[src/design/elem_counter.sv]
`timescale 1ns/1ns

module elem_counter #(
    parameter int rf_addr_w = 8
) (
    input  logic                 clk,
    input  logic                 rst,
    input  logic                 vec_start,
    input  logic [2:0]           vec_len,
    output logic [rf_addr_w-1:0] elem_idx,
    output logic                 last_elem
);

    localparam logic [rf_addr_w-1:0] one = rf_addr_w'(1);

    logic                 active;
    logic [rf_addr_w-1:0] last_idx;

    always_ff @(posedge clk) begin
        if (rst) begin
            active   <= 1'b0;
            elem_idx <= '0;
            last_idx <= '0;
        end else if (vec_start) begin
            active   <= 1'b1;
            elem_idx <= '0;
            // 2^(rf_addr_w-1-k) elements
            last_idx <= (one << ((rf_addr_w - 1) - int'(vec_len))) - one;
        end else if (active) begin
            if (last_elem) begin
                active   <= 1'b0;
                elem_idx <= '0;
            end else begin
                elem_idx <= elem_idx + one;
            end
        end
    end

    assign last_elem = active && (elem_idx == last_idx);

endmodule

[config.mk]
export PLATFORM = sky130hd
export DESIGN_NAME = elem_counter
export DESIGN_NICKNAME = d
export VERILOG_FILES = /design/src/design/elem_counter.sv
export SDC_FILE = /design/constraint.sdc
export NUM_CORES = 1
export LEC_CHECK = 0
export BUFFER_PORTS_ARGS = -buffer_cell sky130_fd_sc_hd__buf_2
export CAP_MARGIN = 20
export CORE_MARGIN = 2
export CORE_UTILIZATION = 52
export CTS_BUF_LIST = sky130_fd_sc_hd__clkbuf_2
export CTS_CLUSTER_SIZE = 20
export DETAILED_ROUTE_END_ITERATION = 12
export PLACE_DENSITY_LB_ADDON = 0.05
export SLEW_MARGIN = 20
export SYNTH_ARGS = -nofsm -noshare
export SYNTH_HDL_FRONTEND = slang
export SYNTH_SLANG_ARGS = --single-unit
[constraint.sdc]
create_clock -name clk -period 3.9 [get_ports clk]
set_clock_uncertainty 0.1 [all_clocks]
set_input_delay 0.195 -clock clk [delete_from_list [all_inputs] [get_ports clk]]
set_output_delay 0.195 -clock clk [all_outputs]
set_load 0.01 [all_outputs]
==> results.ini <==
[outcome]
run_status=finished, final reports clean

[cts]
cts_inserted_buffers=3
cts_resized=0
post_cts.repair.setup_buffers=0
htreeDepth=1
worstSkewPairLatency_ns=0.28
cts.hold.buffers_added=0
path_clk_slew_ns=0.15
clock_sinks=17
ctsLongestPathBuffers=2
cts_tree=yes
clock-root-buffer=clkbuf_2

[routing]
wire_per_inst_um=12.4
routed_wl_mm=1.60
drc=0
dr.pass1.iters=6
ant_nets=0
vias=712
drt_iter0_markers=23
vias_per_cell=5.52

[critical_path]
critPathSlowestCell=dfxtp_1
crit_family=simple AND/OR/NAND/NOR gates
r2r_slack_ns=2.30
crit_arrival_ns=1.76
reg2reg_depth=4
reg2reg_to=elem_idx[3]$_SDFFE_PP0P_
end_kind=primary output
cp-startpoint=elem_idx[0]$_SDFFE_PP0P_
worstPathRequired_ns=3.61
slowest_delay_ns=0.49
critPathMaxFanout=7
crit_type=flop to primary output
path_cells=xnor2_1, nand4_1, nor3_2, buf_2
reg2reg_from=elem_idx[0]$_SDFFE_PP0P_
worstSetupStartpointType=flop
critPathBufInv=1
critPathCapture=last_elem
path_depth=4

[synthesis]
syn_inst=101
yosysSeqAreaShare_pct=39.4
ys_types=27
synth_area_sq_um=865
yosys_warnings=0
synth_area_per_cell_sq_um=8.56
yosys-top-cells-count=dfxtp_1, xnor2_1, nor2_1
syn-num-nets=109
synth_top_area_cell=dfxtp_1
synth-seq-cells=17
synth_top_cell_area_share_pct=39.4
synth_edf_count=0
synth_area_leaders=dfxtp_1, xnor2_1, nor2_1
async_reset_ff_share_pct=0
synth.most_common_cell=dfxtp_1
ys.flop_type=dfxtp_1

[floorplanning]
die_area_sq_um=2000
coreArea_sq_um=1520
die_y_um=44.8
start_util_pct=56.7
rows=14
ios=15
dieWidth_um=44.8

[placed_design]
preCtsSetupSlack_ns=2.19
numPortBuffers=14
place_area_sq_um=921
place.gp.congestion=0.823
dp_hpwl_mm=1.25
place_inst=125

[hold_path]
min_path_cells=2
min_path_type=input pin to flop

[cells_and_area]
design_area_sq_um=941
final_cells=129
nNetsFinal=122
multiInputGateArea_sq_um=479
regArea_sq_um=340
final_util_pct=61.7
diodes=0
fillers=143
final_layout_size_suffix_gt1_share_pct=18.6
syn_to_final_growth_pct=8.83

[power_and_ir_drop]
leakagePower_nw=0.364
power_density_nw_per_um2=326
power_mw=0.307
peakVddDrop_mv=0.222

[grt]
grt_pass1_vias=634
grt_first_pass_wirelength_mm=2.79
grt_usage_pct=18.8
antenna_found_initial=0
grt_max_degree=14
grt_overflow=0

[run]
drv_cap=0

[timing]
fin_crit_ns=2.05
timing.hold.ws_ns=0.0900
final-max-slew-violation-count=0
setup_viol=0
max_freq_ghz=0.488
tns_ns=0
hold_viol=0
worst_slew_pin_slew_ns=0.417
relSlewSlack_pct=72.0
rsz0062_at_grt=no
setup_ws_ns=1.85
fin_crit_sh_pct=52.6

==> registers in the layout (all words and copies together) (netlist names) <==
signal    flops
elem_idx      8
last_idx      8
active        1
==> final cells by class <==
| type | count | share of cell area (%) |
|---|---|---|
| Tap cell | 16 | 2.13 |
| Sequential cell | 17 | 36.2 |
| Clock buffer | 4 | 2.13 |
| Inverter | 3 | 1.20 |
| Timing Repair Buffer | 14 | 7.45 |
| Multi-Input combinational cell | 75 | 50.9 |
==> layer usage <==
| metal | up-vias | track usage (%) | share of wire (%) |
|---|---|---|---|
| li1 | 370 | - | - |
| met1 | 323 | 25.3 | 48 |
| met2 | 17 | 29.3 | 46 |
| met3 | 2 | 4.00 | 4.6 |
| met4 | 0 | 8.24 | 0.62 |
| met5 | - | 0 | 0 |
==> cells by family (layout without fill, tap and decap cells) <==
family                   count (synthesis)  count (layout)  share of synthesized area (%)
AO/OA/AOI/OAI                           12              12                           8.68
XOR/XNOR                                16              16                           16.2
AND/OR/NAND/NOR                         43              43                           25.3
flip-flops                              17              17                           39.4
buffers and inverters                    9              21                           5.21
multiplexers                             2               2                           2.32
adder cells (fa/ha/maj)                  2               2                           2.89
==> worst min-delay path by stage <==
stage,startpoint,endpoint,slack [ns]
2_1_floorplan,vec_start,active$_SDFF_PP0_,0.28
3_3_place_gp,last_idx[7]$_SDFFE_PP0P_,last_idx[7]$_SDFFE_PP0P_,0.37
3_5_place_dp,last_idx[7]$_SDFFE_PP0P_,last_idx[7]$_SDFFE_PP0P_,0.37
4_1_cts,rst,active$_SDFF_PP0_,0.07
5_1_grt,vec_len[2],last_idx[3]$_SDFFE_PP0P_,0.07
6_report,rst,last_idx[6]$_SDFFE_PP0P_,0.09
==> cell usage in the layout (no fill, tap or decap), types with 3 or more instances in the layout <==
| cell type | synthesis | final |
|---|---|---|
| a211oi_1 | 4 | 4 |
| xnor2_1 | 13 | 13 |
| clkbuf_2 | 0 | 4 |
| inv_1 | 3 | 3 |
| a21oi_1 | 3 | 3 |
| dfxtp_1 | 17 | 17 |
| nand3_1 | 4 | 4 |
| nor2_1 | 12 | 12 |
| nor3_1 | 8 | 8 |
| nand4_1 | 4 | 4 |
| buf_2 | 3 | 14 |
| xor2_1 | 3 | 3 |
| nand2_1 | 8 | 8 |
==> power by group <==
part           switching (mW)  total [mW]  internal [mW]
combinational          0.0244      0.0426         0.0181
sequential            0.00647       0.187          0.181
clock                  0.0498      0.0770         0.0272
==> worst register-to-register path: stages, from the launching register on <==
cell and delay (ns):
dfxtp_1 0.49, xnor2_1 0.16, nand4_1 0.19, nor3_2 0.42, nor3_1 0.12
Note: power is estimated with default switching activity, not from simulation.
