$ cat config.mk
export PLATFORM = sky130hd
export DESIGN_NAME = scalar_unit_flat
export DESIGN_NICKNAME = d
export VERILOG_FILES = /design/src/design/vcore_pkg.sv /design/src/design/dec_if.sv /design/src/design/scalar_unit.sv /design/src/flat_wrapper.sv
export SDC_FILE = /design/constraint.sdc
export NUM_CORES = 2
export LEC_CHECK = 0
export BUFFER_PORTS_ARGS = -buffer_cell sky130_fd_sc_hd__buf_4
export CORE_MARGIN = 8
export CORE_UTILIZATION = 40
export CTS_BUF_LIST = sky130_fd_sc_hd__clkbuf_4 sky130_fd_sc_hd__clkbuf_8
export CTS_CLUSTER_SIZE = 40
export DETAILED_ROUTE_END_ITERATION = 10
export PLACE_DENSITY = 0.62
export REMOVE_ABC_BUFFERS = 1
export SETUP_SLACK_MARGIN = 0.1
export SLEW_MARGIN = 20
export SYNTH_ARGS = -nofsm -noshare
export SYNTH_HDL_FRONTEND = slang
export SYNTH_SLANG_ARGS = --single-unit
$ cat constraint.sdc
create_clock -name clk -period 14.91 [get_ports clk]
set_input_delay 2.982 -clock clk [delete_from_list [all_inputs] [get_ports clk]]
set_output_delay 2.982 -clock clk [all_outputs]
set_load 0.05 [all_outputs]
$ cat src/design/vcore_pkg.sv
package vcore_pkg;

    localparam int instr_w   = 32;
    localparam int reg_idx_w = 5;

    // major opcodes
    localparam logic [6:0] op_lui     = 7'b0110111;
    localparam logic [6:0] op_imm     = 7'b0010011;
    localparam logic [6:0] op_reg     = 7'b0110011;
    localparam logic [6:0] op_branch  = 7'b1100011;
    localparam logic [6:0] op_vect    = 7'h57;
    localparam logic [6:0] op_vstream = 7'b1111111; // custom extension slot
    localparam logic [6:0] op_system  = 7'b1110011;

    // funct3 inside op_vect
    localparam logic [2:0] funct_vmacc = 3'h0;
    localparam logic [2:0] funct_vmv   = 3'h5;
    localparam logic [2:0] funct_vset  = 3'h7;

    // funct12 0x105, all register fields zero
    localparam logic [instr_w-1:0] wfi_word = {12'h105, 5'd0, 3'd0, 5'd0, op_system};

    typedef enum logic [2:0] {
        s_lui,
        s_addi,
        s_bne,
        s_add,
        s_nop
    } scalar_op_t;

    typedef enum logic [1:0] {
        v_nop,
        v_vmv,
        v_vmacc,
        v_stream
    } vec_op_t;

endpackage

$ cat src/design/dec_if.sv
`timescale 1ns/1ns

interface dec_if #(
    parameter int data_w    = 32,
    parameter int rf_addr_w = 8
);
    import vcore_pkg::*;

    scalar_op_t           scalar_op;
    logic [reg_idx_w-1:0] rs1;
    logic [reg_idx_w-1:0] rs2;
    logic [reg_idx_w-1:0] rd;
    logic [data_w-1:0]    imm;        // lui or addi immediate
    logic [11:0]          branch_imm; // offset in halfwords
    logic                 wen_scalar;
    vec_op_t              vec_op;
    logic [rf_addr_w-1:0] vr_addr;    // base of source vector
    logic [rf_addr_w-1:0] vw_addr;    // base of destination vector
    logic [4:0]           vmv_imm;
    logic [2:0]           vec_len;    // length code from vsetivli
    logic                 is_wfi;

    modport dec (output scalar_op, rs1, rs2, rd, imm, branch_imm, wen_scalar,
                 output vec_op, vr_addr, vw_addr, vmv_imm, vec_len, is_wfi);
    modport ctrl (input vec_op, scalar_op, branch_imm, vec_len, is_wfi);
    modport scal (input scalar_op, rs1, rs2, rd, imm, wen_scalar);
    modport vec (input vec_op, vr_addr, vw_addr, vmv_imm);

endinterface

$ cat src/design/scalar_unit.sv
`timescale 1ns/1ns

module scalar_unit #(
    parameter int data_w = 32
) (
    input  logic              clk,
    input  logic              rst,
    input  logic              exec_en,
    dec_if.scal               scal,
    output logic              branch_taken,
    output logic [data_w-1:0] x1_value
);
    import vcore_pkg::*;

    logic [data_w-1:0] regs [32];
    logic [data_w-1:0] rs1_val;
    logic [data_w-1:0] rs2_val;
    logic [data_w-1:0] wr_val;

    // x0 is hardwired
    assign rs1_val = (scal.rs1 == '0) ? '0 : regs[scal.rs1];
    assign rs2_val = (scal.rs2 == '0) ? '0 : regs[scal.rs2];

    always_comb begin
        case (scal.scalar_op)
            s_lui:   wr_val = scal.imm;
            s_addi:  wr_val = rs1_val + scal.imm;
            s_add:   wr_val = rs1_val + rs2_val;
            default: wr_val = '0;
        endcase
    end

    always_ff @(posedge clk) begin
        if (rst) begin
            for (int i = 0; i < 32; i++) begin
                regs[i] <= '0;
            end
        end else if (exec_en && scal.wen_scalar && (scal.rd != '0)) begin
            regs[scal.rd] <= wr_val;
        end
    end

    assign branch_taken = (scal.scalar_op == s_bne) && (rs1_val != rs2_val);
    assign x1_value     = regs[1]; // fixed first source of vmacc

endmodule

$ cat src/flat_wrapper.sv
// flat-port wrapper written by rule: the top's interface ports become plain ports
module scalar_unit_flat import vcore_pkg::*;
#(
    parameter int data_w = 32
)
  (clk, rst, exec_en, branch_taken, x1_value, scal_scalar_op, scal_rs1, scal_rs2, scal_rd, scal_imm, scal_wen_scalar);
  dec_if #(.data_w(data_w)) scal_i ();
  input  logic clk;
  input  logic rst;
  input  logic exec_en;
  output logic branch_taken;
  output logic [data_w-1:0] x1_value;
  input wire logic [$bits(scal_i.scalar_op)-1:0] scal_scalar_op;
  input wire logic [$bits(scal_i.rs1)-1:0] scal_rs1;
  input wire logic [$bits(scal_i.rs2)-1:0] scal_rs2;
  input wire logic [$bits(scal_i.rd)-1:0] scal_rd;
  input wire logic [$bits(scal_i.imm)-1:0] scal_imm;
  input wire logic [$bits(scal_i.wen_scalar)-1:0] scal_wen_scalar;
  assign scal_i.scalar_op = scal_scalar_op;
  assign scal_i.rs1 = scal_rs1;
  assign scal_i.rs2 = scal_rs2;
  assign scal_i.rd = scal_rd;
  assign scal_i.imm = scal_imm;
  assign scal_i.wen_scalar = scal_wen_scalar;
  scalar_unit #(.data_w(data_w)) u_core (.clk(clk), .rst(rst), .exec_en(exec_en), .scal(scal_i), .branch_taken(branch_taken), .x1_value(x1_value));
endmodule
==> results.cfg <==
[synthesis]
ys_top_cells_by_area = edfxtp_1, mux4_2, nor2_1
synth_edf_count = 1024
syn_area_per_cell_um2 = 14.1
synth-main-ff-cell = edfxtp_1
async_flop_share = 0
syn_area_mm2 = 0.0539
synth_most_common_cell = edfxtp_1
yosysWarnings = 0
syn_inst = 3808
yosys.area.top_type = edfxtp_1
yosysUniqueCellTypes = 62
yosysSeqAreaShare = 0.571
synth-seq-cells = 1024
synth_common_cells = edfxtp_1, nor2_1, mux4_2
yosys.area.top_type_share = 0.571

[clock_network]
cts_max_level = 4
post_cts_buffers = 0
clk_pin_slew_worst_paths_ps = 60
numCtsBuffers = 168
cts_resized = 0
tritoncts = built
clk_latency_ps = 900
cts-root-buf = clkbuf_8
clock_path_buffers = 3
cts-hold-fix-buffers = 0
clock_sinks = 1024

[setup_path]
cp-start-kind = primary input
worst-setup-path-type = primary input to output port
cp-end-kind = output port
reg2reg_depth = 19
cp_max_fo = 78
cp.arrival_ps = 8060
cp.required_ps = 11930

[cells_and_area]
multi_input_area_mm2 = 0.0218
layout.area.seq_mm2 = 0.0307
largest_reg_flops = 1024
finalNonFillerCells = 5742
nets = 3927
layout-drive-gt1-share = 0.283
nFillCells = 11800
area_growth_pct = 11.0
design_area_mm2 = 0.0598
largest_registers = u_core.regs: 1024 flops
largest_register = u_core.regs

[power]
sw_frac_of_total = 0.281
power.internal_mw = 4.87
p_leak_nw = 20.0
pwr-share-clk = 0.349
p_total_mw = 6.78
combPwrFrac = 0.160
vdd_drop_max_v = 0.0000764
powerDensity_mw_per_mm2 = 113
p_seq_frac = 0.491
power_switching_mw = 1.91

[floorplanning]
core-area_mm2 = 0.134
initial_core_util = 0.403
die_height_um = 383
core.rowCount = 134
design.portCount = 87
die-area_mm2 = 0.147
die_x_um = 383

[detailed_routing]
vias_per_cell = 6.47
drcViolationCount = 0
num_vias = 37100
drtAntennaViolNets = 0
firstDrtPassIters = 6
wl_per_cell_um = 32.5
drtIter0Drc = 5837
drt_wl_total_um = 187000

[hold_path]
whs_path_depth = 9
hold_class = flop to flop

[sta]
clock.fmax_ghz = 0.0906
tns_ps = 0
slew_viol_final = 0
setup-violations-final = 0
relSlewSlack = 0.244
grt_setup_unrepaired = no
hold_ws_ps = 1810
finalCriticalPeriod_ps = 11040
timing.final.crit_share = 0.740
finalHoldViolations = 0
tightest_slew_ps = 1130
finalClockSkew_ps = 43.5

[placed_design]
dpl.cell_count = 5439
portBuffers = 86
place_area_mm2 = 0.0566
hpwl_um = 109000
place.gp.congestion = 0.976

[job]
maxCapViolCount = 0

[grt]
grt_overflow = 0
grt_max_degree = 102
grt_pass1_wl_um = 262000
grt_use_total = 0.248
grt_antenna_before_repair = 8
grt_pass1_vias = 36400

[outcome]
status = complete, no violations
[logic make-up (layout without fill, tap and decap cells)]
| kind of cell | Yosys count | in the layout | share of synthesized area |
|---|---|---|---|
| and+or+nand+nor | 1273 | 1273 | 0.0958 |
| DFF | 1024 | 1024 | 0.571 |
| muxes | 576 | 576 | 0.226 |
| AOI/OAI and AO/OA | 441 | 441 | 0.0578 |
| buffers and inverters | 403 | 532 | 0.0323 |
| xor gates and xnor gates | 58 | 58 | 0.00943 |
| adders and majority gates | 32 | 32 | 0.00757 |
| other | 1 | 38 | 0.0000696 |
[routing by layer]
layer	wire, um	vias up	global-route usage	part of all wire
li1	-	14800	-	-
met1	68100	19100	0.329	0.36
met2	85300	2801	0.384	0.46
met3	22300	470	0.0534	0.12
met4	11000	2	0.133	0.059
met5	13	-	0	0.000070
[per-stage QoR]
| step | util | worst slack (ps) |
|---|---|---|
| 2_1_floorplan | - | 4150 |
| 3_3_place_gp | 0.424 | 4120 |
| 3_5_place_dp | 0.424 | 4150 |
| 4_1_cts | 0.447 | 4150 |
| 5_1_grt | 0.447 | 3940 |
| 6_report | 0.447 | 3870 |
[path summary, 6_finish.rpt]
check	start	end	slack [ps]
max	scal_rs2[1]	branch_taken	3870
min reg2reg	u_core.regs[27][4]	u_core.regs[27][4]	1810
min	u_core.regs[27][4]	u_core.regs[27][4]	1810
max reg2reg	u_core.regs[1][0]	u_core.regs[4][28]	8850
[placed cells by master, fill, tap and decap left out, types with 29 or more instances in the layout]
cell type     n
clkbuf_4     53
clkinv_1     41
xor2_1       29
o22ai_1      64
ha_1         31
a22oi_1     128
conb_1       32
o21ai_0      44
xnor2_1      29
nand3_1      39
nor2_1      986
a31oi_1      32
nand2_1     104
nor2_2       32
edfxtp_1   1024
buf_4       215
a211oi_1     35
a211o_1      30
mux4_2      512
mux2i_1      64
clkbuf_8    175
nand2b_2     31
[layout make-up]
cell class / instances / share of cell area
diodes: 6 / 0.000251
repair buffers: 225 / 0.0300
inverters: 10 / 0.000628
clock buffers: 228 / 0.0469
multi-input cells: 2412 / 0.365
flip-flops and latches: 1024 / 0.514
well taps: 1768 / 0.0370
clock inverters: 69 / 0.00530
[worst max-delay path, cell delays in order]
cell and delay [ps]:
buf_8 540, buf_4 810, mux4_2 360, mux2i_1 80
a211oi_1 960, nand2_1 280, xor2_1 540, nand4_1 170
nor4_1 600, a21oi_1 320, buf_4 280
[power by group through the flow]
stage | combinational (mW) | sequential, mW | clock (mW)
global route | 1.12 | 3.34 | 2.50
global placement | 1.06 | 3.37 | 0
floorplan | 0.588 | 3.37 | 0
finish | 1.08 | 3.33 | 2.37
detailed placement | 1.06 | 3.38 | 0
CTS | 1.07 | 3.32 | 2.40
No activity file was read; power rests on OpenSTA's default activity.
