==> src/design/vcore_pkg.sv <==
package vcore_pkg;

    localparam int instr_w   = 32;
    localparam int reg_idx_w = 5;

    // major opcodes
    localparam logic [6:0] op_lui     = 7'b0110111;
    localparam logic [6:0] op_imm     = 7'b0010011;
    localparam logic [6:0] op_reg     = 7'b0110011;
    localparam logic [6:0] op_branch  = 7'b1100011;
    localparam logic [6:0] op_vect    = 7'h57;
    localparam logic [6:0] op_vstream = 7'b1111111; // custom extension slot
    localparam logic [6:0] op_system  = 7'b1110011;

    // funct3 inside op_vect
    localparam logic [2:0] funct_vmacc = 3'h0;
    localparam logic [2:0] funct_vmv   = 3'h5;
    localparam logic [2:0] funct_vset  = 3'h7;

    // funct12 0x105, all register fields zero
    localparam logic [instr_w-1:0] wfi_word = {12'h105, 5'd0, 3'd0, 5'd0, op_system};

    typedef enum logic [2:0] {
        s_lui,
        s_addi,
        s_bne,
        s_add,
        s_nop
    } scalar_op_t;

    typedef enum logic [1:0] {
        v_nop,
        v_vmv,
        v_vmacc,
        v_stream
    } vec_op_t;

endpackage

==> src/design/dec_if.sv <==
`timescale 1ns/1ns

interface dec_if #(
    parameter int data_w    = 32,
    parameter int rf_addr_w = 8
);
    import vcore_pkg::*;

    scalar_op_t           scalar_op;
    logic [reg_idx_w-1:0] rs1;
    logic [reg_idx_w-1:0] rs2;
    logic [reg_idx_w-1:0] rd;
    logic [data_w-1:0]    imm;        // lui or addi immediate
    logic [11:0]          branch_imm; // offset in halfwords
    logic                 wen_scalar;
    vec_op_t              vec_op;
    logic [rf_addr_w-1:0] vr_addr;    // base of source vector
    logic [rf_addr_w-1:0] vw_addr;    // base of destination vector
    logic [4:0]           vmv_imm;
    logic [2:0]           vec_len;    // length code from vsetivli
    logic                 is_wfi;

    modport dec (output scalar_op, rs1, rs2, rd, imm, branch_imm, wen_scalar,
                 output vec_op, vr_addr, vw_addr, vmv_imm, vec_len, is_wfi);
    modport ctrl (input vec_op, scalar_op, branch_imm, vec_len, is_wfi);
    modport scal (input scalar_op, rs1, rs2, rd, imm, wen_scalar);
    modport vec (input vec_op, vr_addr, vw_addr, vmv_imm);

endinterface

==> src/design/seq_ctrl.sv <==
`timescale 1ns/1ns

module seq_ctrl (
    input  logic        clk,
    input  logic        rst,
    input  logic        start,
    dec_if.ctrl         ctrl,
    input  logic        branch_taken,
    input  logic        last_elem,
    output logic [31:0] pc,
    output logic        exec_en,
    output logic        vec_start,
    output logic        elem_active,
    output logic        done_steady
);
    import vcore_pkg::*;

    typedef enum logic [1:0] {idle, fetch_exec, vec_busy, halted} state_t;

    state_t      state;
    logic        is_vec;
    logic        take_branch;
    logic [31:0] branch_off;

    assign is_vec      = (ctrl.vec_op != v_nop);
    assign take_branch = (ctrl.scalar_op == s_bne) && branch_taken;
    assign branch_off  = {{19{ctrl.branch_imm[11]}}, ctrl.branch_imm, 1'b0};

    always_ff @(posedge clk) begin
        if (rst) begin
            state <= idle;
            pc    <= '0;
        end else begin
            case (state)
                idle, halted: begin
                    if (start) begin
                        state <= fetch_exec;
                        pc    <= '0; // every run starts at the first word
                    end
                end
                fetch_exec: begin
                    if (ctrl.is_wfi) begin
                        state <= halted;
                    end else if (is_vec) begin
                        state <= vec_busy; // hold pc for the element cycles
                    end else if (take_branch) begin
                        pc <= pc + branch_off;
                    end else begin
                        pc <= pc + 32'd4;
                    end
                end
                vec_busy: begin
                    if (last_elem) begin
                        state <= fetch_exec;
                        pc    <= pc + 32'd4;
                    end
                end
                default: state <= idle;
            endcase
        end
    end

    assign exec_en     = (state == fetch_exec) && !is_vec && !ctrl.is_wfi;
    assign vec_start   = (state == fetch_exec) && is_vec;
    assign elem_active = (state == vec_busy);
    // low from vector issue through the last element
    assign done_steady = ((state == fetch_exec) && !is_vec) || (state == halted);

endmodule

==> src/flat_wrapper.sv <==
// flat-port wrapper written by rule: the top's interface ports become plain ports
module seq_ctrl_flat import vcore_pkg::*;
  (clk, rst, start, branch_taken, last_elem, pc, exec_en, vec_start, elem_active, done_steady, ctrl_vec_op, ctrl_scalar_op, ctrl_branch_imm, ctrl_vec_len, ctrl_is_wfi);
  dec_if ctrl_i ();
  input  logic clk;
  input  logic rst;
  input  logic start;
  input  logic branch_taken;
  input  logic last_elem;
  output logic [31:0] pc;
  output logic exec_en;
  output logic vec_start;
  output logic elem_active;
  output logic done_steady;
  input wire logic [$bits(ctrl_i.vec_op)-1:0] ctrl_vec_op;
  input wire logic [$bits(ctrl_i.scalar_op)-1:0] ctrl_scalar_op;
  input wire logic [$bits(ctrl_i.branch_imm)-1:0] ctrl_branch_imm;
  input wire logic [$bits(ctrl_i.vec_len)-1:0] ctrl_vec_len;
  input wire logic [$bits(ctrl_i.is_wfi)-1:0] ctrl_is_wfi;
  assign ctrl_i.vec_op = ctrl_vec_op;
  assign ctrl_i.scalar_op = ctrl_scalar_op;
  assign ctrl_i.branch_imm = ctrl_branch_imm;
  assign ctrl_i.vec_len = ctrl_vec_len;
  assign ctrl_i.is_wfi = ctrl_is_wfi;
  seq_ctrl u_core (.clk(clk), .rst(rst), .start(start), .ctrl(ctrl_i), .branch_taken(branch_taken), .last_elem(last_elem), .pc(pc), .exec_en(exec_en), .vec_start(vec_start), .elem_active(elem_active), .done_steady(done_steady));
endmodule
==> config.mk <==
export PLATFORM = sky130hd
export DESIGN_NAME = seq_ctrl_flat
export DESIGN_NICKNAME = d
export VERILOG_FILES = /design/src/design/vcore_pkg.sv /design/src/design/dec_if.sv /design/src/design/seq_ctrl.sv /design/src/flat_wrapper.sv
export SDC_FILE = /design/constraint.sdc
export NUM_CORES = 1
export LEC_CHECK = 0
export BUFFER_PORTS_ARGS = -buffer_cell sky130_fd_sc_hd__buf_2
export CELL_PAD_IN_SITES_DETAIL_PLACEMENT = 1
export CELL_PAD_IN_SITES_GLOBAL_PLACEMENT = 1
export CORE_ASPECT_RATIO = 1.2
export CORE_MARGIN = 8
export CORE_UTILIZATION = 30
export CTS_CLUSTER_DIAMETER = 60
export DETAILED_ROUTE_END_ITERATION = 8
export PLACE_DENSITY = 0.63
export SETUP_SLACK_MARGIN = 0.2
export SYNTH_ARGS = -nofsm -noshare
export SYNTH_HDL_FRONTEND = slang
export SYNTH_SLANG_ARGS = --single-unit
==> constraint.sdc <==
create_clock -name clk -period 5.4 [get_ports clk]
set_input_delay 1.08 -clock clk [delete_from_list [all_inputs] [get_ports clk]]
set_output_delay 1.08 -clock clk [all_outputs]
set_load 0.02 [all_outputs]
==> run_results.csv <==
group,metric,value,unit
run_status,status,"complete, no violations",
global_route,grt_usage,0.171,
critical_path,worstPathArrival,3690,ps
logic_synthesis,synth.distinct_cells,66,
logic_synthesis,yosysTopAreaCellShare,0.171,
cts,cts_resized,0,
die,die_y,140,um
job,drv_cap,0,
logic_synthesis,netlist_top_cells_area,"dfxtp_1 (17%), ha_1 (11%), a21oi_1 (6.5%)",
critical_path,worstPathMaxFanout,4,
cts,hold_buffers,0,
timing,finalMaxSlewViolations,0,
placement,gp_congestion,0.861,
finish,nets,633,
power_and_ir_drop,ir_drop,0.106,mV
die,pin_count,62,
drt,drt-pass1-iter-count,4,
cts,root_buffer,"clkbuf_16",
timing,tns,0,ps
finish,fill_cells,1602,
drt,dr.first_iter.drc_count,214,
logic_synthesis,syn_area_per_cell,7.27,um2
cts,cts.htree.levels,2,
cts,cts_num_sinks,33,
drt,dr.max_layer_used,"met4",
critical_path,crit_type,"in -> reg",
cts,cts_tree,"yes",
global_route,grt_remaining_overflow,0,
logic_synthesis,syn_area,3850,um2
finish,area.sequential,661,um2
finish,final_area,4410,um2
logic_synthesis,yosys_warnings,0,
global_route,grt_pass1_wl,23.6,mm
global_route,grt_pass1_vias,4492,
timing,finalSetupViolations,0,
critical_path,slowest_stage,"fa_1",
drt,drc,0,
drt,drt-total-wl,14.4,mm
critical_path,cpMostUsedCell,"a211oi_2",
power_and_ir_drop,power_density,223,nW/um2
drt,ant_nets,0,
logic_synthesis,ys.flop_type,"dfxtp_1",
finish,syn_to_final_growth,14.4,%
worst_hold_path,hp-class,"reg -> reg",
logic_synthesis,syn_nets,591,
timing,max_freq,283,MHz
placement,place_hpwl,11.2,mm
logic_synthesis,synth_top_area_cell,"dfxtp_1",
logic_synthesis,async_reset_ff_frac,0,
timing,min_period,3530,ps
critical_path,crit_path_cell_trace,"buf_2 -> ha_1 -> fa_1 -> a211oi_2 -> o21ai_1 -> a211oi_2 -> nor2_1 -> a311o_1 -> o31ai_2 -> xor2_1 -> o22ai_1",
die,coreArea,12600,um2
drt,vias,4271,
global_route,antenna_found_initial,0,
logic_synthesis,synth_edf_count,0,
cts,cts_setup_buffers,0,
finish,multi_input_area,3030,um2
logic_synthesis,synth_seq_cells,33,
cts,path_clk_slew,60,ps
finish,antenna-diode-count,0,
drt,wl_met2,7.25,mm
drt,wl_per_cell,19.6,um
critical_path,critPathLaunchType,"primary input",
critical_path,cp.required,5550,ps
timing,tightestPinTransition,825,ps
die,die_w,119,um
cts,clock_latency,280,ps
critical_path,cp-end-kind,"register",
drt,wl_met1,6.28,mm
power_and_ir_drop,p_leak,0.00195,uW
timing,relSlewSlack,0.449,
die,start_util,0.306,
timing,hold_violations,0,
die,die-area,16700,um2
drt,route.met3.wl,576,um
logic_synthesis,yosys-top-cells-count,"a21oi_1 (50), nand2_1 (50), nor2_1 (46)",
timing,finClkSkew,3.42,ps
timing,rsz0062_at_grt,"false",
global_route,grt_max_degree,31,
timing,period_share,0.654,
finish,drive_above_1_share,0.150,
logic_synthesis,seq_area_frac_synth,0.171,
logic_synthesis,synthCells,530,
die,rows,45,
placement,port_buffers,57,
critical_path,slowest_delay,450,ps
placement,dpl_cell_area,4250,um2
cts,cts_buffer_depth,2,
cts,cts_buffers,5,
drt,vias_per_cell,5.80,
## per-stage QoR
step	setup WS (ps)	utilization	cells	hold slack (ps)	power, uW
after floorplan	2070	-	530	488	540
after global placement	1560	0.337	729	490	670
after detailed placement	1560	0.337	729	507	677
after CTS	1850	0.349	737	515	991
after global routing	1620	0.349	737	538	1040
final	1870	0.349	737	513	984
## critical path: cells and delay by family
| kind | cells | cell delay, ps |
|---|---|---|
| AOI/OAI and AO/OA | 6 | 1470 |
| adders and majority gates | 2 | 680 |
| xor gates and xnor gates | 1 | 190 |
| and+or+nand+nor | 1 | 150 |
| buffers and inverters | 1 | 100 |
## kinds of logic after synthesis
| group | synth area share |
|---|---|
| simple gates | 0.258 |
| flops | 0.171 |
| buf+inv | 0.0432 |
| xor+xnor | 0.0818 |
| compound gates | 0.327 |
| other cells | 0.000973 |
| fa+ha+maj | 0.116 |
| mux | 0.00260 |
## power breakdown
part,internal [uW],leakage (uW),switching [uW]
clock network,196,0.0000799,118
logic,123,0.00160,271
registers,255,0.000266,21.3
total,574,0.00195,410
## path summary, 6_finish.rpt
kind                                  start                          to  slack [ps]  depth (start not counted)
setup reg to reg  u_core.pc[1]$_SDFFE_PP0P_  u_core.pc[27]$_SDFFE_PP0P_        2440                         10
hold / removal    u_core.pc[1]$_SDFFE_PP0P_   u_core.pc[1]$_SDFFE_PP0P_         510                          2
hold reg to reg   u_core.pc[1]$_SDFFE_PP0P_   u_core.pc[1]$_SDFFE_PP0P_         510                          2
setup / recovery         ctrl_branch_imm[0]  u_core.pc[27]$_SDFFE_PP0P_        1870                         11
## per-layer routing
metal	vias up	track usage
met1	2058	0.204
met3	24	0.0213
met5	-	0
met4	0	0.0593
met2	109	0.308
li1	2080	-
## flip-flops by register name (all words and copies together), names as in the netlist
| register | cells |
|---|---|
| u_core.state | 2 |
| u_core.pc | 31 |
## cells in the final DEF, fill, tap and decap left out, types with 8 or more instances in the layout
cell / synthesis / routed
o22ai_1: 14 / 14
nand2_1: 50 / 50
nand3_1: 26 / 26
xor2_1: 23 / 23
a21oi_1: 50 / 50
xnor2_1: 13 / 13
inv_1: 11 / 11
a21o_1: 24 / 24
and3_1: 8 / 8
nand4_1: 9 / 9
buf_2: 1 / 57
a22oi_1: 14 / 14
ha_1: 34 / 34
nor3_1: 15 / 15
nor2_1: 46 / 46
o21ai_0: 39 / 39
dfxtp_1: 33 / 33
## final cells by class
type,instances,share of cell area
Multi-Input combinational cell,460,0.687
Inverter,11,0.00937
Timing Repair Buffer,61,0.0716
Tap cell,164,0.0466
Clock inverter,1,0.00114
Clock buffer,7,0.0346
Sequential cell,33,0.150
Power figures use the tool's default switching activity.
