$ cat config.mk
export PLATFORM = sky130hd
export DESIGN_NAME = isa_decoder_flat
export DESIGN_NICKNAME = d
export VERILOG_FILES = /design/src/design/vcore_pkg.sv /design/src/design/dec_if.sv /design/src/design/isa_decoder.sv /design/src/flat_wrapper.sv
export SDC_FILE = /design/constraint.sdc
export NUM_CORES = 1
export LEC_CHECK = 0
export BUFFER_PORTS_ARGS = -buffer_cell sky130_fd_sc_hd__buf_2
export CAP_MARGIN = 5
export CORE_MARGIN = 2
export CORE_UTILIZATION = 42
export DETAILED_ROUTE_END_ITERATION = 16
export PLACE_DENSITY = 0.84
export SYNTH_ARGS = -nofsm -noshare
export SYNTH_HDL_FRONTEND = slang
export SYNTH_SLANG_ARGS = --single-unit
$ cat constraint.sdc
create_clock -name clk -period 4.5 [get_ports clk]
set_clock_uncertainty 0.15 [all_clocks]
set_input_delay 0.225 -clock clk [delete_from_list [all_inputs] [get_ports clk]]
set_output_delay 0.225 -clock clk [all_outputs]
set_load 0.1 [all_outputs]
$ cat src/design/vcore_pkg.sv
package vcore_pkg;

    localparam int instr_w   = 32;
    localparam int reg_idx_w = 5;

    // major opcodes
    localparam logic [6:0] op_lui     = 7'b0110111;
    localparam logic [6:0] op_imm     = 7'b0010011;
    localparam logic [6:0] op_reg     = 7'b0110011;
    localparam logic [6:0] op_branch  = 7'b1100011;
    localparam logic [6:0] op_vect    = 7'h57;
    localparam logic [6:0] op_vstream = 7'b1111111; // custom extension slot
    localparam logic [6:0] op_system  = 7'b1110011;

    // funct3 inside op_vect
    localparam logic [2:0] funct_vmacc = 3'h0;
    localparam logic [2:0] funct_vmv   = 3'h5;
    localparam logic [2:0] funct_vset  = 3'h7;

    // funct12 0x105, all register fields zero
    localparam logic [instr_w-1:0] wfi_word = {12'h105, 5'd0, 3'd0, 5'd0, op_system};

    typedef enum logic [2:0] {
        s_lui,
        s_addi,
        s_bne,
        s_add,
        s_nop
    } scalar_op_t;

    typedef enum logic [1:0] {
        v_nop,
        v_vmv,
        v_vmacc,
        v_stream
    } vec_op_t;

endpackage

$ cat src/design/dec_if.sv
`timescale 1ns/1ns

interface dec_if #(
    parameter int data_w    = 32,
    parameter int rf_addr_w = 8
);
    import vcore_pkg::*;

    scalar_op_t           scalar_op;
    logic [reg_idx_w-1:0] rs1;
    logic [reg_idx_w-1:0] rs2;
    logic [reg_idx_w-1:0] rd;
    logic [data_w-1:0]    imm;        // lui or addi immediate
    logic [11:0]          branch_imm; // offset in halfwords
    logic                 wen_scalar;
    vec_op_t              vec_op;
    logic [rf_addr_w-1:0] vr_addr;    // base of source vector
    logic [rf_addr_w-1:0] vw_addr;    // base of destination vector
    logic [4:0]           vmv_imm;
    logic [2:0]           vec_len;    // length code from vsetivli
    logic                 is_wfi;

    modport dec (output scalar_op, rs1, rs2, rd, imm, branch_imm, wen_scalar,
                 output vec_op, vr_addr, vw_addr, vmv_imm, vec_len, is_wfi);
    modport ctrl (input vec_op, scalar_op, branch_imm, vec_len, is_wfi);
    modport scal (input scalar_op, rs1, rs2, rd, imm, wen_scalar);
    modport vec (input vec_op, vr_addr, vw_addr, vmv_imm);

endinterface

$ cat src/design/isa_decoder.sv
`timescale 1ns/1ns

module isa_decoder #(
    parameter int data_w    = 32,
    parameter int rf_addr_w = 8
) (
    input  logic                          clk,
    input  logic                          rst,
    input  logic [vcore_pkg::instr_w-1:0] instr,
    input  logic                          done_steady,
    output logic                          ap_done,
    dec_if.dec                            dec
);
    import vcore_pkg::*;

    logic [6:0]           opcode;
    logic [2:0]           funct3;
    logic                 is_lui;
    logic                 is_addi;
    logic                 is_add;
    logic                 is_bne;
    logic                 is_vmacc;
    logic                 is_vmv;
    logic                 is_vset;
    logic                 is_stream;
    logic                 is_wfi_d;
    logic [2:0]           len_code;
    logic [4:0]           vs2_t;
    logic [31:0]          lui_imm;
    logic [31:0]          addi_imm;
    logic [rf_addr_w-1:0] vs2_ext;
    logic [rf_addr_w-1:0] vd_ext;
    int                   base_sh;

    assign opcode = instr[6:0];
    assign funct3 = instr[14:12];

    assign is_lui    = (opcode == op_lui);
    assign is_addi   = (opcode == op_imm) && (funct3 == 3'b000);
    assign is_add    = (opcode == op_reg) && (funct3 == 3'b000) && (instr[31:25] == 7'd0);
    assign is_bne    = (opcode == op_branch) && (funct3 == 3'b001);
    assign is_vmacc  = (opcode == op_vect) && (funct3 == funct_vmacc);
    assign is_vmv    = (opcode == op_vect) && (funct3 == funct_vmv);
    assign is_vset   = (opcode == op_vect) && (funct3 == funct_vset);
    assign is_stream = (opcode == op_vstream);
    assign dec.is_wfi = (instr == wfi_word);

    assign dec.scalar_op = is_lui  ? s_lui  :
                           is_addi ? s_addi :
                           is_bne  ? s_bne  :
                           is_add  ? s_add  : s_nop;

    assign dec.vec_op = is_vmacc  ? v_vmacc :
                        is_vmv    ? v_vmv   :
                        is_stream ? v_stream : v_nop;

    // scalar fields
    assign dec.rs1 = instr[19:15];
    assign dec.rs2 = instr[24:20];
    assign dec.rd  = instr[11:7];
    assign lui_imm  = {instr[31:12], 12'd0};
    assign addi_imm = {{20{instr[31]}}, instr[31:20]};
    assign dec.imm  = is_addi ? addi_imm[data_w-1:0] : lui_imm[data_w-1:0];
    assign dec.branch_imm = {instr[31], instr[7], instr[30:25], instr[11:8]};
    assign dec.wen_scalar = is_lui | is_addi | is_add;
    assign dec.vmv_imm    = instr[19:15];

    // length code, picked up by the next instruction
    always_ff @(posedge clk) begin
        if (rst) begin
            len_code <= 3'd7; // one element until configured
        end else if (is_vset) begin
            len_code <= instr[17:15];
        end
    end

    assign dec.vec_len = len_code;

    // streamout names its register in the vd slot
    assign vs2_t   = is_stream ? instr[11:7] : instr[24:20];
    assign vs2_ext = rf_addr_w'(vs2_t);
    assign vd_ext  = rf_addr_w'(instr[11:7]);

    // register number times vector length gives the base
    always_comb begin
        case (len_code)
            3'd0:    base_sh = rf_addr_w - 1;
            3'd1:    base_sh = rf_addr_w - 2;
            3'd2:    base_sh = rf_addr_w - 3;
            3'd3:    base_sh = rf_addr_w - 4;
            3'd4:    base_sh = rf_addr_w - 5;
            3'd5:    base_sh = rf_addr_w - 6;
            3'd6:    base_sh = rf_addr_w - 7;
            default: base_sh = rf_addr_w - 8; // stride of one
        endcase
    end

    assign dec.vr_addr = vs2_ext << base_sh;
    assign dec.vw_addr = vd_ext << base_sh;

    always_ff @(posedge clk) begin
        if (rst) begin
            is_wfi_d <= 1'b0;
        end else begin
            is_wfi_d <= dec.is_wfi;
        end
    end

    // rising edge of wfi only
    assign ap_done = dec.is_wfi & ~is_wfi_d & done_steady;

endmodule

$ cat src/flat_wrapper.sv
// flat-port wrapper written by rule: the top's interface ports become plain ports
module isa_decoder_flat import vcore_pkg::*;
#(
    parameter int data_w    = 32,
    parameter int rf_addr_w = 8
)
  (clk, rst, instr, done_steady, ap_done, dec_scalar_op, dec_rs1, dec_rs2, dec_rd, dec_imm, dec_branch_imm, dec_wen_scalar, dec_vec_op, dec_vr_addr, dec_vw_addr, dec_vmv_imm, dec_vec_len, dec_is_wfi);
  dec_if #(.data_w(data_w), .rf_addr_w(rf_addr_w)) dec_i ();
  input  logic clk;
  input  logic rst;
  input  logic [vcore_pkg::instr_w-1:0] instr;
  input  logic done_steady;
  output logic ap_done;
  output wire logic [$bits(dec_i.scalar_op)-1:0] dec_scalar_op;
  output wire logic [$bits(dec_i.rs1)-1:0] dec_rs1;
  output wire logic [$bits(dec_i.rs2)-1:0] dec_rs2;
  output wire logic [$bits(dec_i.rd)-1:0] dec_rd;
  output wire logic [$bits(dec_i.imm)-1:0] dec_imm;
  output wire logic [$bits(dec_i.branch_imm)-1:0] dec_branch_imm;
  output wire logic [$bits(dec_i.wen_scalar)-1:0] dec_wen_scalar;
  output wire logic [$bits(dec_i.vec_op)-1:0] dec_vec_op;
  output wire logic [$bits(dec_i.vr_addr)-1:0] dec_vr_addr;
  output wire logic [$bits(dec_i.vw_addr)-1:0] dec_vw_addr;
  output wire logic [$bits(dec_i.vmv_imm)-1:0] dec_vmv_imm;
  output wire logic [$bits(dec_i.vec_len)-1:0] dec_vec_len;
  output wire logic [$bits(dec_i.is_wfi)-1:0] dec_is_wfi;
  assign dec_scalar_op = dec_i.scalar_op;
  assign dec_rs1 = dec_i.rs1;
  assign dec_rs2 = dec_i.rs2;
  assign dec_rd = dec_i.rd;
  assign dec_imm = dec_i.imm;
  assign dec_branch_imm = dec_i.branch_imm;
  assign dec_wen_scalar = dec_i.wen_scalar;
  assign dec_vec_op = dec_i.vec_op;
  assign dec_vr_addr = dec_i.vr_addr;
  assign dec_vw_addr = dec_i.vw_addr;
  assign dec_vmv_imm = dec_i.vmv_imm;
  assign dec_vec_len = dec_i.vec_len;
  assign dec_is_wfi = dec_i.is_wfi;
  isa_decoder #(.data_w(data_w), .rf_addr_w(rf_addr_w)) u_core (.clk(clk), .rst(rst), .instr(instr), .done_steady(done_steady), .ap_done(ap_done), .dec(dec_i));
endmodule
==> reports/metrics.yaml, run 1 <==
cts_hold_buffers: 0
crit_required_ns: 4.12
grt_antenna_before_repair: 0
hold_class: "input port to flip-flop"
drv_cap: 0
numCtsBuffers: 3
postCtsSetupBuffers: 0
post_drt_wl_per_cell_um: 12.53
tightest_slew_ns: 0.8579
cpMostUsedCell: "buf_2"
grt_usage_pct: 20.91
antenna_cells: 0
cts_sinks: 4
synth_cells: 217
grt_max_degree: 32
worst_path_max_delay_cell: "and2_1"
htree_num_levels: 1
grt_pass1_vias: 1569
yosysWarnings: 0
die_area_um2: 3863
final_common_cell: "buf_2"
layout.cells.non_filler: 347
vias_per_cell: 5.282
cts_resized: 0
fin_ws_ns: 1.588
rows: 21
fin_area_um2: 1819
firstDrtPassIters: 4
syn_area_um2: 1420
worstSetupPathType: "input port to output pin"
hold_viol: 0
relSlewSlack_pct: 42.73
layout-drive-gt1-share_pct: 45.18
peakVddDrop_mv: 0.1744
die_h_um: 62.15
crit_buf_inv: 3
overflow: 0
final_nets: 338
ys_ff_latch: 4
setup_viol: 0
powerDensity_nw_per_um2: 216.6
regArea_um2: 80.08
worstSetupStartpointType: "input port"
syn_avg_cell_area_um2: 6.544
path_clk_slew_ns: 0.04
fillerInstances: 359
dp_cells: 344
ant_nets: 0
dr.first_iter.drc_count: 97
finalSetupTns_ns: 0
gp_congestion: 0.8386
yosysUniqueCellTypes: 43
fmax_mhz: 343.4
outcome: "completed"
placed_cell_area_um2: 1797
period_share_pct: 64.70
vias: 1833
critPathMaxFanout: 20
crit_path_max_incr_delay_ns: 0.57
period_minus_slack_ns: 2.912
syn2layout_area_growth_pct: 28.11
grt_pass1_wl_um: 6858
rsz0062_at_grt: "no"
path_cells: "buf_2 -> or4_4 -> nor3_1 -> buf_4 -> and2_1 -> or2_2 -> buf_2"
io_buffers: 125
place_ws_ns: 1.582
dpl.hpwl_um: 3540
drv_slew: 0
cts_root_buf: "clkbuf_4"
cp_data_arrival_time_ns: 2.54
insertion_delay_ns: 0.23
start_util_pct: 43.24
synth_fp_nets: 252
cp_top_family: "simple AND/OR/NAND/NOR gates"
wl_um: 4347
leakagePower_uw: 0.001061
core_um2: 3284
multi_input_area_um2: 999.7
die_x_um: 62.15
synth_seq_area_share_pct: 5.639
end_kind: "output pin"
final_cell_mix: "125 x buf_2, 18 x nand2_1, 17 x o21ai_0, 17 x a21o_1"
drcViolationCount: 0
num_io_pins: 126
cts_buffer_depth: 2
cts_tree: "yes"
==> synth_stat cells, drive strengths merged <==
cell      n  area share [%]
and2     16             7.0
a211o     3             1.9
nand3     4             1.4
a21oi     5             1.8
nor4b     1            0.62
a2bb2oi   1            0.62
or2       4             1.8
nor3      3             1.1
clkbuf    7             1.9
nor4bb    2             1.4
and3b     1            0.62
nand4b    2             1.2
mux2      2             1.6
nand3b    2             1.1
nand2b    9             4.0
a21o     17             9.0
o21ai    17             6.0
buf      38              20
nor4      5             2.2
mux2i     2             1.4
o21a      1            0.53
a21boi    1            0.53
a211oi    4             2.1
nor2     15             4.0
and3      3             1.3
inv       7             1.9
or3       1            0.44
dfxtp     4             5.6
nand4     3             1.3
and4      1            0.62
nand4bb   1            0.79
o32ai     1            0.62
nand2    18             4.8
a22oi     4             2.1
or4       1            0.79
o22ai     3             1.3
and4b     2             1.4
o211ai    6             3.2
==> worst paths after layout <==
kind / startpoint / end / slack (ns) / cells after the start
setup / recovery: instr[13] / dec_imm[14] / 1.59 / 7
hold reg to reg: u_core.dec.vec_len[2] / u_core.dec.vec_len[2] / 0.61 / 1
hold / removal: rst / u_core.is_wfi_d / 0.06 / 2
setup reg to reg: u_core.dec.vec_len[0] / u_core.dec.vec_len[0] / 3.20 / 1
==> registers in the layout, indices dropped and copies added, names as in the netlist <==
signal and count:
u_core.is_wfi_d 1, u_core.dec.vec_len 3
==> cells by family (layout without fill, tap and decap cells) <==
family / count (synthesis) / in the layout / share of synthesized area (%)
mux: 4 / 4 / 2.996
flops: 4 / 4 / 5.639
compound gates: 63 / 63 / 29.60
buf+inv: 52 / 136 / 23.97
simple gates: 94 / 94 / 37.80
==> per-stage QoR <==
stage | total power, uW | util [%] | hold slack, ns
final | 394.1 | 55.39 | 0.06413
after global routing | 409.1 | 55.39 | 0.08752
after CTS | 396.9 | 55.39 | 0.06295
after detailed placement | 353.1 | 54.70 | 0.3047
after global placement | 352.0 | 54.70 | 0.3012
after floorplan | 313.1 | - | 0.1533
==> report_power, final <==
part / switching [uW] / internal, uW
combinational: 270 / 46.8
sequential: 0.155 / 35.7
clock: 12.2 / 29.7
total: 282 / 112
==> area by class of cell <==
| class | count | area share [%] |
|---|---|---|
| Sequential cell | 4 | 4.402 |
| Clock buffer | 3 | 1.238 |
| Tap cell | 46 | 3.164 |
| Multi-Input combinational cell | 161 | 54.95 |
| Timing Repair Buffer | 126 | 34.80 |
| Inverter | 7 | 1.444 |
==> routing by layer <==
metal / up-vias / wire (um) / track usage [%]
met5: - / 0 / 0
met4: 0 / 6 / 4.722
met3: 2 / 304 / 2.899
met2: 80 / 2179 / 39.40
met1: 832 / 1857 / 24.94
li1: 919 / - / -
Power figures use the tool's default switching activity.
==> run 2, diff against run 1 <==
--- a/config.mk
+++ b/config.mk
@@ -8,9 +8,9 @@
 export BUFFER_PORTS_ARGS = -buffer_cell sky130_fd_sc_hd__buf_2
 export CAP_MARGIN = 5
 export CORE_MARGIN = 2
-export CORE_UTILIZATION = 42
+export CORE_UTILIZATION = 35
 export DETAILED_ROUTE_END_ITERATION = 16
-export PLACE_DENSITY = 0.84
+export PLACE_DENSITY = 0.75
 export SYNTH_ARGS = -nofsm -noshare
 export SYNTH_HDL_FRONTEND = slang
 export SYNTH_SLANG_ARGS = --single-unit
==> constraint.sdc (replaced) <==
create_clock -name clk -period 2.4 [get_ports clk]
set_clock_uncertainty 0.15 [all_clocks]
set_input_delay 0.12 -clock clk [delete_from_list [all_inputs] [get_ports clk]]
set_output_delay 0.12 -clock clk [all_outputs]
set_load 0.1 [all_outputs]
==> reports/metrics.yaml, run 2 (synthesis results as in run 1) <==
outcome: "completed"
io_buffers: 125  # unchanged
largest_reg_flops: 3  # unchanged
fin_ws_ns: 0.1100  # -1.478 ns
grt_max_degree: 32  # unchanged
relSlewSlack_pct: 62.86  # +20 points
core_um2: 3943  # +20%
die_x_um: 67.70  # +8.9%
final_nets: 340  # +0.59%
tightest_slew_ns: 0.5570  # -0.3009 ns
grt_pass1_vias: 1716  # +9.4%
drv_slew: 0  # unchanged
finalSetupTns_ns: 0  # unchanged
hold_viol: 0  # unchanged
end_kind: "output pin"
drcViolationCount: 0  # unchanged
cts_sinks: 4  # unchanged
leakagePower_uw: 0.001234  # +16%
overflow: 0  # unchanged
syn2layout_area_growth_pct: 74.01
cts_root_buf: "clkbuf_8"
period_minus_slack_ns: 2.290
dpl.hpwl_um: 4365  # +23%
placed_cell_area_um2: 2414  # +34%
grt_antenna_before_repair: 0  # unchanged
cp_data_arrival_time_ns: 2.02  # -0.52 ns
antenna_cells: 0  # unchanged
crit_required_ns: 2.13  # -1.99 ns
vias_per_cell: 5.418  # +2.6%
cts_buffer_depth: 2  # unchanged
cp_top_family: "compound AO/OA/AOI/OAI gates"
rows: 23  # +9.5%
setup_viol: 0  # unchanged
wl_um: 5290  # +22%
vias: 1918  # +4.6%
ant_nets: 0  # unchanged
critPathMaxFanout: 31  # +55%
worstSetupStartpointType: "flip-flop"
hold_class: "input port to flip-flop"
start_util_pct: 36.02  # -7.2 points
fmax_mhz: 436.7
fin_util_pct: 62.68  # +7.3 points
path_clk_slew_ns: 0.03  # about the same
numCtsBuffers: 3  # unchanged
crit_buf_inv: 1  # -2
final_cell_mix: "92 x buf_2, 33 x buf_12, 17 x nand2_1"
rsz0062_at_grt: "no"
final_common_cell: "buf_2"
gp_congestion: 0.8425  # +0.47%
crit_path_max_incr_delay_ns: 0.46  # -0.11 ns
layout-drive-gt1-share_pct: 54.61  # +9.4 points
post_drt_wl_per_cell_um: 14.94  # +19%
die_h_um: 67.70  # +8.9%
worst_path_max_delay_cell: "buf_2"
peakVddDrop_mv: 0.3111  # +78%
place_ws_ns: 0.1882  # -1.393 ns
fin_area_um2: 2471  # +36%
grt_pass1_wl_um: 8148  # +19%
htree_num_levels: 1  # unchanged
num_io_pins: 126  # unchanged
die_area_um2: 4583  # +19%
grt_usage_pct: 22.59  # +1.7 points
drv_cap: 0  # unchanged
dr.first_iter.drc_count: 149  # +54%
dp_cells: 349  # +1.5%
period_share_pct: 95.41
postCtsSetupBuffers: 0  # unchanged
worstSetupPathType: "flip-flop to output pin"
powerDensity_nw_per_um2: 360.5  # +66%
layout.cells.non_filler: 354  # +2.0%
firstDrtPassIters: 4  # unchanged
insertion_delay_ns: 0.21  # -0.02 ns
cts_tree: "yes"
path_cells: "nand2b_1 -> a211oi_1 -> o21ai_0 -> o211ai_1 -> buf_2"
==> run 2: repair_timing <==
item,in CTS,in global routing
endpoints found under the setup margin,0,1
endpoints found under the hold margin,3,0
hold buffers,1,0
gates resized for setup,0,1
==> run 2: power by group <==
part           total (uW)  internal (uW)  switching [uW]  leakage [uW]
logic                 678            151             527       0.00118
registers            64.0           63.7           0.330     0.0000320
clock network         149            113            35.1     0.0000228
==> run 2: worst paths after layout <==
check,slack [ns],to,cells past startpoint,start
worst min-delay path,0.14,u_core.dec.vec_len[0],4,instr[15]
worst max-delay path,0.11,dec_vr_addr[7],5,u_core.dec.vec_len[0]
worst min register to register,0.44,u_core.dec.vec_len[1],1,u_core.dec.vec_len[1]
worst max register to register,1.41,u_core.dec.vec_len[0],1,u_core.dec.vec_len[0]
==> run 2: cell type report <==
type	instances	area, um2
clock buffers	4	45.04
fillers	337	1471
inverters	7	26.28
multi-input cells	161	1100
flip-flops and latches	4	91.34
well taps	50	62.56
repair buffers	128	1146
==> run 2: per-layer routing <==
layer / track usage [%] / vias to the layer above / routed length (um)
met5: 0 / - / 0
met4: 4.082 / 0 / 53
met3: 3.500 / 4 / 330
met2: 41.54 / 74 / 2842
met1: 27.60 / 918 / 2065
li1: - / 922 / -
==> run 2: through the flow <==
stage	total power, uW	hold slack, ns
after floorplan	593.3	0.04851
after global placement	736.5	0.2022
after detailed placement	741.5	0.2020
after CTS	895.3	0.1441
after global routing	922.1	0.1884
final	890.8	0.1448
